$ cat src/hw/fpsu_defs.svh
// width, latency and operand select macros for the SIMD execution unit.
`ifndef FPSU_DEFS_SVH
`define FPSU_DEFS_SVH

// one signed lane.
`define FPSU_LANE_W 16

// one half word holds two lanes.
`define FPSU_HALF_W 32

// completion tag returned with every op.
`define FPSU_TAG_W 8

// cycles from issue to done.
`define FPSU_LAT 2

// operand select codes.
`define FPSU_SEL_REG  2'd0
`define FPSU_SEL_FWD0 2'd1
`define FPSU_SEL_FWD1 2'd2
`define FPSU_SEL_OWN  2'd3

`endif

$ cat src/hw/fpsu_pkg.sv
// lane, half word, tag and op types shared by the SIMD execution unit.
`default_nettype none

`include "fpsu_defs.svh"

package fpsu_pkg;

  // lanes per half word.
  localparam int lanes = `FPSU_HALF_W / `FPSU_LANE_W;

  typedef logic signed [`FPSU_LANE_W-1:0] lane_t;

  // lane 0 sits in the low bits.
  typedef logic [`FPSU_HALF_W-1:0] half_t;

  typedef logic [`FPSU_TAG_W-1:0] tag_t;

  typedef enum logic [2:0] {
    OP_ADD   = 3'd0,
    OP_SUB   = 3'd1,
    OP_ADDS  = 3'd2,
    OP_MAX   = 3'd3,
    OP_MIN   = 3'd4,
    OP_XCHG  = 3'd5,
    OP_PASSB = 3'd6
  } op_e;

endpackage

`default_nettype wire

$ cat src/hw/fpsu_delay.sv
// fpsu_delay: valid-tracked shift line for an arbitrary payload type.
`timescale 1ns/1ps
`default_nettype none

`include "fpsu_defs.svh"

module fpsu_delay #(
  parameter type payload_t = logic [7:0],
  parameter int  depth     = `FPSU_LAT
) (
  input  logic     clk,
  input  logic     rst_n,
  input  logic     in_valid,
  input  payload_t in_data,
  output logic     out_valid,
  output payload_t out_data
);

  logic [depth-1:0] vld_q;
  payload_t         data_q [depth];

  always_ff @(posedge clk or negedge rst_n) begin
    if (!rst_n) begin
      vld_q <= '0;
    end else begin
      vld_q[0] <= in_valid;
      for (int i = 1; i < depth; i++) begin
        vld_q[i] <= vld_q[i-1];
      end
    end
  end

  // payload only moves behind a valid bit.
  always_ff @(posedge clk) begin
    if (in_valid) begin
      data_q[0] <= in_data;
    end
    for (int i = 1; i < depth; i++) begin
      if (vld_q[i-1]) begin
        data_q[i] <= data_q[i-1];
      end
    end
  end

  assign out_valid = vld_q[depth-1];
  assign out_data  = data_q[depth-1];

  a_out_valid_known: assert property (@(posedge clk) disable iff (!rst_n)
    !$isunknown(out_valid));

endmodule

`default_nettype wire

$ cat src/hw/fpsu_opnd_sel.sv
// fpsu_opnd_sel: four-way operand forwarding mux with own-result bypass.
`timescale 1ns/1ps
`default_nettype none

`include "fpsu_defs.svh"

module fpsu_opnd_sel (
  input  logic            clk,
  input  logic            chk_en,
  input  logic [1:0]      sel,
  input  fpsu_pkg::half_t reg_val,
  input  fpsu_pkg::half_t fwd0,
  input  fpsu_pkg::half_t fwd1,
  input  fpsu_pkg::half_t own,
  output fpsu_pkg::half_t val
);

  always_comb begin
    case (sel)
      `FPSU_SEL_REG:  val = reg_val;
      `FPSU_SEL_FWD0: val = fwd0;
      `FPSU_SEL_FWD1: val = fwd1;
      // last completed result of this half.
      `FPSU_SEL_OWN:  val = own;
      default:        val = reg_val;
    endcase
  end

  // select only matters on an issue cycle.
  a_sel_known: assert property (@(posedge clk)
    chk_en |-> !$isunknown(sel));

endmodule

`default_nettype wire

$ cat src/hw/fpsu_lane_alu.sv
// fpsu_lane_alu: two-lane signed 16-bit SIMD arithmetic with saturation flags.
`timescale 1ns/1ps
`default_nettype none

`include "fpsu_defs.svh"

module fpsu_lane_alu (
  input  fpsu_pkg::op_e             op,
  input  fpsu_pkg::half_t           a,
  input  fpsu_pkg::half_t           b,
  input  fpsu_pkg::half_t           xchg,
  output fpsu_pkg::half_t           res,
  output logic [fpsu_pkg::lanes-1:0] sat
);

  localparam int w = `FPSU_LANE_W;

  // clamp limits for the saturating add.
  localparam fpsu_pkg::lane_t lane_max = {1'b0, {(w-1){1'b1}}};
  localparam fpsu_pkg::lane_t lane_min = {1'b1, {(w-1){1'b0}}};

  always_comb begin
    fpsu_pkg::lane_t la;
    fpsu_pkg::lane_t lb;
    fpsu_pkg::lane_t lx;
    fpsu_pkg::lane_t lr;
    logic [w:0]      wide;

    res = '0;
    sat = '0;
    for (int i = 0; i < fpsu_pkg::lanes; i++) begin
      la = a[i*w +: w];
      lb = b[i*w +: w];
      lx = xchg[i*w +: w];
      // sign-extended sum, top two bits show overflow.
      wide = {la[w-1], la} + {lb[w-1], lb};
      case (op)
        fpsu_pkg::OP_ADD: lr = la + lb;
        fpsu_pkg::OP_SUB: lr = la - lb;
        fpsu_pkg::OP_ADDS: begin
          if (wide[w:w-1] == 2'b01) begin
            lr     = lane_max;
            sat[i] = 1'b1;
          end else if (wide[w:w-1] == 2'b10) begin
            lr     = lane_min;
            sat[i] = 1'b1;
          end else begin
            lr = wide[w-1:0];
          end
        end
        fpsu_pkg::OP_MAX:   lr = (la > lb) ? la : lb;
        fpsu_pkg::OP_MIN:   lr = (la < lb) ? la : lb;
        // other half's A operand.
        fpsu_pkg::OP_XCHG:  lr = lx;
        fpsu_pkg::OP_PASSB: lr = lb;
        default:            lr = '0;
      endcase
      res[i*w +: w] = lr;
    end
  end

endmodule

`default_nettype wire

$ cat src/hw/fpsu_half.sv
// fpsu_half: operand select, issue register, lane ALU, result and tag pipeline.
`timescale 1ns/1ps
`default_nettype none

`include "fpsu_defs.svh"

module fpsu_half (
  input  logic                       clk,
  input  logic                       rst_n,
  input  logic                       en,
  input  fpsu_pkg::op_e              op,
  input  fpsu_pkg::tag_t             tag,
  input  fpsu_pkg::half_t            a,
  input  fpsu_pkg::half_t            b,
  input  logic [1:0]                 sel_a,
  input  logic [1:0]                 sel_b,
  input  fpsu_pkg::half_t            fwd0,
  input  fpsu_pkg::half_t            fwd1,
  input  fpsu_pkg::half_t            xchg_in,
  output fpsu_pkg::half_t            xchg_out,
  output fpsu_pkg::half_t            res,
  output logic [fpsu_pkg::lanes-1:0] sat,
  output logic                       done,
  output fpsu_pkg::tag_t             done_tag
);

  fpsu_pkg::half_t            opa;
  fpsu_pkg::half_t            opb;
  fpsu_pkg::half_t            opa_q;
  fpsu_pkg::half_t            opb_q;
  fpsu_pkg::half_t            xchg_q;
  fpsu_pkg::op_e              op_q;
  logic                       en_q;
  fpsu_pkg::half_t            alu_res;
  logic [fpsu_pkg::lanes-1:0] alu_sat;
  fpsu_pkg::tag_t             tag_d;

  fpsu_opnd_sel a_sel (
    .clk(clk), .chk_en(en), .sel(sel_a), .reg_val(a),
    .fwd0(fwd0), .fwd1(fwd1), .own(res), .val(opa)
  );

  fpsu_opnd_sel b_sel (
    .clk(clk), .chk_en(en), .sel(sel_b), .reg_val(b),
    .fwd0(fwd0), .fwd1(fwd1), .own(res), .val(opb)
  );

  // selected A goes to the other half for exchange.
  assign xchg_out = opa;

  // stage 1, issue register.
  always_ff @(posedge clk or negedge rst_n) begin
    if (!rst_n) begin
      en_q <= 1'b0;
    end else begin
      en_q <= en;
    end
  end

  always_ff @(posedge clk) begin
    if (en) begin
      opa_q  <= opa;
      opb_q  <= opb;
      xchg_q <= xchg_in;
      op_q   <= op;
    end
  end

  fpsu_lane_alu alu (
    .op(op_q), .a(opa_q), .b(opb_q), .xchg(xchg_q), .res(alu_res), .sat(alu_sat)
  );

  // stage 2, result held while this half is idle.
  always_ff @(posedge clk or negedge rst_n) begin
    if (!rst_n) begin
      res <= '0;
      sat <= '0;
    end else if (en_q) begin
      res <= alu_res;
      sat <= alu_sat;
    end
  end

  fpsu_delay #(.payload_t(fpsu_pkg::tag_t)) tag_line (
    .clk(clk), .rst_n(rst_n), .in_valid(en), .in_data(tag),
    .out_valid(done), .out_data(tag_d)
  );

  // zero when idle so the top can OR the halves.
  assign done_tag = done ? tag_d : '0;

  a_done_has_issue: assert property (@(posedge clk) disable iff (!rst_n)
    done |-> $past(en, `FPSU_LAT));

endmodule

`default_nettype wire

$ cat src/hw/fpsu_both.sv
// two SIMD halves, crossed exchange wires and merged return port.
`timescale 1ns/1ps
`default_nettype none

module fpsu_both (
  input  logic                         clk,
  input  logic                         rst_n,
  input  logic [1:0]                   en,
  input  fpsu_pkg::op_e                op,
  input  fpsu_pkg::tag_t               tag,
  input  fpsu_pkg::half_t              a_lo,
  input  fpsu_pkg::half_t              b_lo,
  input  fpsu_pkg::half_t              a_hi,
  input  fpsu_pkg::half_t              b_hi,
  input  logic [1:0]                   sel_a,
  input  logic [1:0]                   sel_b,
  input  fpsu_pkg::half_t              fwd_lo0,
  input  fpsu_pkg::half_t              fwd_lo1,
  input  fpsu_pkg::half_t              fwd_hi0,
  input  fpsu_pkg::half_t              fwd_hi1,
  output fpsu_pkg::half_t              res_lo,
  output fpsu_pkg::half_t              res_hi,
  output logic [2*fpsu_pkg::lanes-1:0] sat,
  output fpsu_pkg::tag_t               ret_tag,
  output logic                         ret_en
);

  fpsu_pkg::half_t            xchg_lo;
  fpsu_pkg::half_t            xchg_hi;
  logic [fpsu_pkg::lanes-1:0] sat_lo;
  logic [fpsu_pkg::lanes-1:0] sat_hi;
  logic                       done_lo;
  logic                       done_hi;
  fpsu_pkg::tag_t             tag_lo;
  fpsu_pkg::tag_t             tag_hi;

  // exchange wires cross between the halves.
  fpsu_half lo_half (
    .clk(clk), .rst_n(rst_n), .en(en[0]), .op(op), .tag(tag),
    .a(a_lo), .b(b_lo), .sel_a(sel_a), .sel_b(sel_b),
    .fwd0(fwd_lo0), .fwd1(fwd_lo1), .xchg_in(xchg_hi), .xchg_out(xchg_lo),
    .res(res_lo), .sat(sat_lo), .done(done_lo), .done_tag(tag_lo)
  );

  fpsu_half hi_half (
    .clk(clk), .rst_n(rst_n), .en(en[1]), .op(op), .tag(tag),
    .a(a_hi), .b(b_hi), .sel_a(sel_a), .sel_b(sel_b),
    .fwd0(fwd_hi0), .fwd1(fwd_hi1), .xchg_in(xchg_lo), .xchg_out(xchg_hi),
    .res(res_hi), .sat(sat_hi), .done(done_hi), .done_tag(tag_hi)
  );

  // idle halves drive zero so OR merges them.
  assign ret_en  = done_lo | done_hi;
  assign ret_tag = tag_lo | tag_hi;
  assign sat     = {sat_hi, sat_lo};

endmodule

`default_nettype wire

$ cat config.mk
export PLATFORM = sky130hd
export DESIGN_NAME = fpsu_both
export DESIGN_NICKNAME = d
export VERILOG_FILES = /design/src/hw/fpsu_pkg.sv /design/src/hw/fpsu_delay.sv /design/src/hw/fpsu_opnd_sel.sv /design/src/hw/fpsu_lane_alu.sv /design/src/hw/fpsu_half.sv /design/src/hw/fpsu_both.sv
export VERILOG_INCLUDE_DIRS = /design/src /design/src/hw
export SDC_FILE = /design/constraint.sdc
export NUM_CORES = 1
export LEC_CHECK = 0
export BUFFER_PORTS_ARGS = -buffer_cell sky130_fd_sc_hd__buf_2
export CORE_MARGIN = 4
export CORE_UTILIZATION = 45
export CTS_CLUSTER_SIZE = 20
export DETAILED_ROUTE_END_ITERATION = 10
export PLACE_DENSITY = 0.71
export SETUP_SLACK_MARGIN = 0.1
export SLEW_MARGIN = 20
export SYNTH_ARGS = -nofsm -noshare
export SYNTH_HDL_FRONTEND = slang
export SYNTH_HIERARCHICAL = 1
export SYNTH_SLANG_ARGS = --single-unit
$ cat constraint.sdc
create_clock -name clk -period 9.6 [get_ports clk]
set_input_delay 0 -clock clk [delete_from_list [all_inputs] [get_ports clk]]
set_output_delay 0 -clock clk [all_outputs]
set_load 0.02 [all_outputs]
==> impl_metrics.json, run 1 <==
{
  "cts_tree": "yes",
  "swShare": 0.3901,
  "die_width_um": 239.7,
  "antenna_left": 0,
  "peakVddDrop_mv": 0.1323,
  "r2r_slack_ps": 4130,
  "cts-resized-gates": 0,
  "overflow": 0,
  "fin_skew_ps": 24.12,
  "r2r_end": "lo_half/res[24]$_DFFE_PN0P_",
  "wl_um": 84680,
  "rsz0062_at_grt": "no",
  "cp.arrival_ps": 5900,
  "p_clk_frac": 0.221,
  "syn_nets": 2601,
  "ys_top_cells_by_area": "edfxtp_1, mux4_2, dfrtp_1",
  "path_delay_family": "simple AND/OR/NAND/NOR gates",
  "synth_ff_type": "edfxtp_1",
  "antenna_found_initial": 1,
  "worstMarginPinSlew_ps": 1202,
  "grt_pass1_wl_um": 126900,
  "synth-seq-area-share": 0.3624,
  "initial_core_util": 0.4572,
  "area_growth_pct": 23.26,
  "row_count": 84,
  "power_leakage_nw": 12.35,
  "die_y_um": 239.7,
  "clock_sinks": 304,
  "crit_start": "lo_half/opb_q[21]$_DFFE_PP_",
  "critPathKind": "flip-flop to flip-flop",
  "synth.distinct_cells": 95,
  "max_stage_delay_ps": 850,
  "p_per_area_nw_per_um2": 206.7,
  "hold_ws_ps": 29.10,
  "syn_area_um2": 24170,
  "rr_worst_depth": 17,
  "clock_latency_ps": 550,
  "timing.fmax_mhz": 182.9,
  "crit_path_end": "lo_half/res[24]$_DFFE_PN0P_",
  "fin_nets": 3118,
  "hold_class": "primary input to flip-flop",
  "min_period_ps": 5468,
  "vias_per_cell": 6.253,
  "critPathSlowestCell": "nor2_1",
  "pwr-share-comb": 0.452,
  "cp-end-kind": "flip-flop",
  "max_cap_violations": 0,
  "p_int_w": 0.003755,
  "cts_buffers": 35,
  "crit_buf_inv": 2,
  "fill_cells": 4379,
  "vias": 21330,
  "worstPathRequired_ps": 10030,
  "wl_per_cell_um": 24.82,
  "pin_count": 352,
  "synth_edf_count": 230,
  "yosys.area.top_type_share": 0.2858,
  "track_usage": 0.2848,
  "finalMaxSlewViolations": 0,
  "cp-start-kind": "flip-flop",
  "layout-drive-gt1-share": 0.2488,
  "r2r_start": "lo_half/opb_q[21]$_DFFE_PP_",
  "route.detailed.drc": 0,
  "status": "complete, no violations",
  "worstHoldStart": "fwd_lo0[24]",
  "drt_iter0_drc": 2129,
  "period_share": 0.5696,
  "dieArea_um2": 57480,
  "path_cells": "inv_1 -> ha_1 -> nand2b_1 -> a21oi_1 -> or3_1 -> a2111oi_1 -> o31a_1 -> mux2_4 -> or4_1 -> inv_1 -> ha_1 -> nor3_1 -> nor2_1 -> o221ai_1 -> a221oi_1 -> o221ai_1 -> mux2_4",
  "coreArea_um2": 52870,
  "port_buffers": 351,
  "gp_congestion": 0.9627,
  "cp.depth": 17,
  "p_seq_frac": 0.328,
  "clockBufferDepth": 3,
  "grt_max_degree": 69,
  "grt_pass1_vias": 21627,
  "maxSlewHeadroom": 0.1987,
  "cts_max_level": 2,
  "synth_cells": 2178,
  "setup_viol": 0,
  "syn_avg_cell_area_um2": 11.10,
  "crit_fanout": 11,
  "power_switching_w": 0.002402,
  "setup_tns_ps": 0,
  "yosys_warnings": 6,
  "hpwlAfterDp_um": 58430,
  "first_pass_iters": 6,
  "postSynth.asyncResetShare": 0.2434,
  "synth_area_leader_cell": "edfxtp_1",
  "cts-root-buf": "clkbuf_16",
  "hold_viol": 0,
  "synth-seq-cells": 304,
  "cts.reportedPaths.clkPinSlew_ps": 60
}
[metal layers]
layer / up-vias / wire length (um) / track usage
li1: 9514 / - / -
met1: 10416 / 33150 / 0.3622
met2: 1192 / 40860 / 0.4854
met3: 208 / 7006 / 0.04744
met4: 0 / 3657 / 0.1156
met5: - / 0 / 0
[cell usage in the layout (no fill, tap or decap), types with 14 or more instances in the layout]
| master | n |
|---|---|
| buf_2 | 346 |
| dlygate4sd3_1 | 270 |
| edfxtp_1 | 230 |
| a21oi_1 | 187 |
| ha_1 | 140 |
| nand2_1 | 137 |
| inv_1 | 126 |
| mux4_2 | 120 |
| nor2_1 | 117 |
| mux2i_1 | 76 |
| dfrtp_1 | 72 |
| mux2_4 | 62 |
| o21ai_0 | 58 |
| o221ai_1 | 58 |
| nor3_1 | 46 |
| a221oi_1 | 45 |
| clkbuf_16 | 36 |
| a221o_1 | 34 |
| nand3_1 | 32 |
| nand2b_1 | 30 |
| buf_4 | 29 |
| and2_1 | 26 |
| mux2_2 | 24 |
| nor2b_1 | 22 |
| o21bai_1 | 22 |
| o211ai_1 | 19 |
| a31oi_1 | 19 |
| a21o_1 | 18 |
| o22ai_1 | 17 |
| or3_1 | 14 |
| o21ai_1 | 14 |
[registers in the layout, summed over array words and instances, names as in the netlist, 32 cells and up]
name            cells
hi_half/res        32
hi_half/opa_q      32
lo_half/xchg_q     32
lo_half/opa_q      32
lo_half/res        32
hi_half/opb_q      32
lo_half/opb_q      32
hi_half/xchg_q     32
[worst reg2reg max path, cell delays in order (launching register included)]
cell,delay [ps]
edfxtp_1,420
inv_1,70
ha_1,370
nand2b_1,110
a21oi_1,100
or3_1,340
a2111oi_1,490
o31a_1,310
mux2_4,330
or4_1,560
inv_1,100
ha_1,170
nor3_1,60
nor2_1,850
o221ai_1,280
a221oi_1,300
o221ai_1,180
mux2_4,300
[worst min path at each step]
stage | to | slack, ps | cells after the start
2_1_floorplan | hi_half/en_q$_DFF_PN0_ | -300 | 0
3_3_place_gp | hi_half/res[23]$_DFFE_PN0P_ | 40 | 1
3_5_place_dp | hi_half/res[23]$_DFFE_PN0P_ | 30 | 1
4_1_cts | lo_half/opa_q[24]$_DFFE_PP_ | 2 | 2
5_1_grt | lo_half/opa_q[24]$_DFFE_PP_ | 4 | 2
6_report | lo_half/opa_q[24]$_DFFE_PP_ | 30 | 2
[timing repair]
item / CTS / global route
hold endpoints to repair: 296 / 1
setup buffers: 0 / 0
hold buffers: 269 / 1
[cells in the mapped netlist, types with 11 or more instances]
| library cell | number |
|---|---|
| a211oi_1 | 11 |
| a21o_1 | 18 |
| a21oi_1 | 188 |
| a221o_1 | 34 |
| a221oi_1 | 45 |
| a22oi_1 | 11 |
| a31oi_1 | 19 |
| and2_1 | 26 |
| buf_12 | 18 |
| buf_2 | 33 |
| buf_4 | 19 |
| clkbuf_1 | 80 |
| dfrtp_1 | 74 |
| edfxtp_1 | 230 |
| ha_1 | 140 |
| inv_1 | 126 |
| mux2_2 | 24 |
| mux2_4 | 62 |
| mux2i_1 | 76 |
| mux4_2 | 120 |
| nand2_1 | 137 |
| nand2b_1 | 31 |
| nand3_1 | 33 |
| nand4_1 | 12 |
| nor2_1 | 118 |
| nor2b_1 | 23 |
| nor3_1 | 47 |
| o211ai_1 | 19 |
| o21ai_0 | 58 |
| o21ai_1 | 14 |
| o21bai_1 | 22 |
| o221ai_1 | 58 |
| o22ai_1 | 18 |
| o31a_1 | 13 |
| o31ai_1 | 11 |
| or3_1 | 14 |
| xnor2_1 | 13 |
[stage by stage]
step	utilization	power, W	std cells	setup WS [ps]	instance area (um2)
floorplan	-	0.003736	2178	5116	24170
global placement	0.4904	0.004494	3076	4296	25920
finish	0.5635	0.006157	3411	4132	29790
global route	0.5634	0.006466	3409	3772	29780
CTS	0.5632	0.006123	3408	4130	29770
detailed placement	0.4904	0.004544	3076	4217	25920
[power by group through the flow]
stage | clock network (W) | logic (W) | registers [W]
finish | 0.00136 | 0.00278 | 0.00202
floorplan | 0 | 0.00169 | 0.00205
global placement | 0 | 0.00248 | 0.00201
global route | 0.00144 | 0.00298 | 0.00205
detailed placement | 0 | 0.00252 | 0.00202
CTS | 0.00139 | 0.00273 | 0.00200
[kinds of logic after synthesis]
kind of cell    count (synthesis)  share of synthesized area
buf+inv                       294                    0.06492
compound gates                632                     0.1861
xor+xnor                       23                   0.008335
mux                           292                     0.2031
simple gates                  485                    0.09603
fa+ha+maj                     148                    0.07911
flops                         304                     0.3624
[layout make-up]
cell class / instances / area [um2] / share of cell area
multi-input combinational: 1580 / 13870 / 0.4655
sequential: 304 / 8761 / 0.2941
timing repair buffer: 645 / 4652 / 0.1562
clock buffer: 42 / 943.4 / 0.03167
tap: 688 / 860.8 / 0.02890
inverter: 129 / 484.2 / 0.01625
clock inverter: 21 / 215.2 / 0.007224
antenna: 2 / 5.005 / 0.0001680
No activity file was read; power rests on OpenSTA's default activity.
==> run 2, diff against run 1 <==
==> constraint.sdc (replaced) <==
create_clock -name clk -period 5.27 [get_ports clk]
set_input_delay 0 -clock clk [delete_from_list [all_inputs] [get_ports clk]]
set_output_delay 0 -clock clk [all_outputs]
set_load 0.02 [all_outputs]
==> impl_metrics.json, run 2 (synthesis gave the netlist of run 1 again) <==
{
  "track_usage": 0.2867,
  "r2r_start": "lo_half/opb_q[17]$_DFFE_PP_",
  "worstMarginPinSlew_ps": 1110,
  "setup_tns_ps": 0,
  "max_cap_violations": 0,
  "fill_cells": 4382,
  "hpwlAfterDp_um": 58780,
  "hold_viol": 0,
  "status": "complete, no violations",
  "area_growth_pct": 23.88,
  "critPathKind": "flip-flop to flip-flop",
  "first_pass_iters": 6,
  "vias": 21600,
  "initial_core_util": 0.4572,
  "final_common_cell": "buf_2",
  "row_count": 84,
  "p_per_area_nw_per_um2": 377.7,
  "clockBufferDepth": 3,
  "hold_class": "primary input to flip-flop",
  "hold_ws_ps": 38.17,
  "postCtsSetupBuffers": 0,
  "grt_max_degree": 65,
  "clock_latency_ps": 550,
  "multiInputGateArea_um2": 13890,
  "setup_viol": 0,
  "cts_tree": "yes",
  "cts-root-buf": "clkbuf_16",
  "cts_max_level": 2,
  "wl_per_cell_um": 24.96,
  "fin_skew_ps": 14.90,
  "worstHoldStart": "fwd_lo1[29]",
  "dieArea_um2": 57480,
  "min_period_ps": 4924,
  "peakVddDrop_mv": 0.2341,
  "overflow": 0,
  "coreArea_um2": 52870,
  "cp.arrival_ps": 5350,
  "wl_um": 85450,
  "gp_congestion": 0.9684,
  "port_buffers": 351,
  "rsz0062_at_grt": "yes",
  "fin_nets": 3133,
  "power_leakage_nw": 12.45,
  "drt_iter0_drc": 2274,
  "final_cell_mix": "buf_2, dlygate4sd3_1, edfxtp_1",
  "crit_fanout": 12,
  "route.detailed.drc": 0,
  "crit_start": "lo_half/opb_q[17]$_DFFE_PP_",
  "vias_per_cell": 6.308,
  "layout-drive-gt1-share": 0.2548,
  "die_y_um": 239.7,
  "die_width_um": 239.7,
  "antenna_found_initial": 1,
  "regArea_um2": 8761,
  "clock_sinks": 304,
  "grt_pass1_wl_um": 127400,
  "finalMaxSlewViolations": 0,
  "cp-start-kind": "flip-flop",
  "cts_buffers": 35,
  "fin_util": 0.5663,
  "timing.fmax_mhz": 203.1,
  "pin_count": 352,
  "grt_pass1_vias": 21455,
  "antenna_left": 0,
  "cts.reportedPaths.clkPinSlew_ps": 60,
  "worstPathRequired_ps": 5700,
  "period_share": 0.9344,
  "cp-end-kind": "flip-flop",
  "n_antenna_cell": 0,
  "maxSlewHeadroom": 0.2595
}
==> run 2: cell types whose count changed in the layout (fill, tap and decap cells not counted), sizes merged <==
cell and delta:
buf +16, clkinvlp -3, clkinv +2, diode -2
clkbuf +1, dlygate4sd3 -1
==> run 2: stage by stage <==
step / setup slack, ps / std cells / total power [W] / cell area [um2]
4_1_cts: 219.9 / 3424 / 0.01123 / 29920
3_3_place_gp: 472.0 / 3091 / 0.008234 / 26040
2_1_floorplan: 786.1 / 2178 / 0.006806 / 24170
5_1_grt: 26.59 / 3424 / 0.01186 / 29940
3_5_place_dp: 268.4 / 3091 / 0.008311 / 26040
6_report: 345.7 / 3424 / 0.01131 / 29940
==> run 2: per-layer routing <==
layer / track usage / part of all wire
met5: 0 / 0
met3: 0.03719 / 0.080
met1: 0.3834 / 0.41
met4: 0.1237 / 0.045
met2: 0.4712 / 0.47
==> run 2: timing repair <==
action,4_1_cts,5_1_grt
hold endpoints to repair,250,0
hold buffers,270,0
setup endpoints to repair,0,16
resized for setup,0,3
==> run 2: cell type report <==
class	instances	area share
multi-input combinational	1580	0.4638
sequential	304	0.2926
timing repair buffer	660	0.1595
clock buffer	43	0.03235
tap	688	0.02875
inverter	129	0.01617
clock inverter	20	0.006812
==> run 2: where the power goes <==
group / leakage, nW / total, W / switching [W] / internal (W)
Sequential: 3.14 / 0.00366 / 0.000536 / 0.00312
Clock: 0.580 / 0.00251 / 0.00104 / 0.00147
Combinational: 8.73 / 0.00514 / 0.00283 / 0.00231
Total: 12.4 / 0.0113 / 0.00441 / 0.00690
==> run 2: critical path, cell delays in order (launching register included) <==
cell	delay, ps
edfxtp_1	420
inv_1	130
ha_1	360
nor2b_1	70
o21a_1	190
o21ai_0	420
a2111oi_2	160
o31a_1	380
mux2_4	320
or4_1	550
inv_1	90
ha_1	170
or3_1	160
nand2_1	60
buf_4	200
a221o_1	370
a221oi_1	280
o221ai_1	190
mux2_4	300
==> run 2: final timing paths <==
kind                                                                 end  slack [ps]  cells after the start
worst max register to register               lo_half/res[23]$_DFFE_PN0P_         350                     18
worst min-delay path                         lo_half/opa_q[29]$_DFFE_PP_          40                      2
worst max-delay path                         lo_half/res[23]$_DFFE_PN0P_         350                     18
min in group asynchronous            lo_half/tag_line/vld_q[0]$_DFF_PN0_         400                      3
max in group asynchronous                    lo_half/res[31]$_DFFE_PN0P_        3980                      4
worst min register to register  hi_half/tag_line/data_q[0][10]$_DFFE_PP_         420                      0
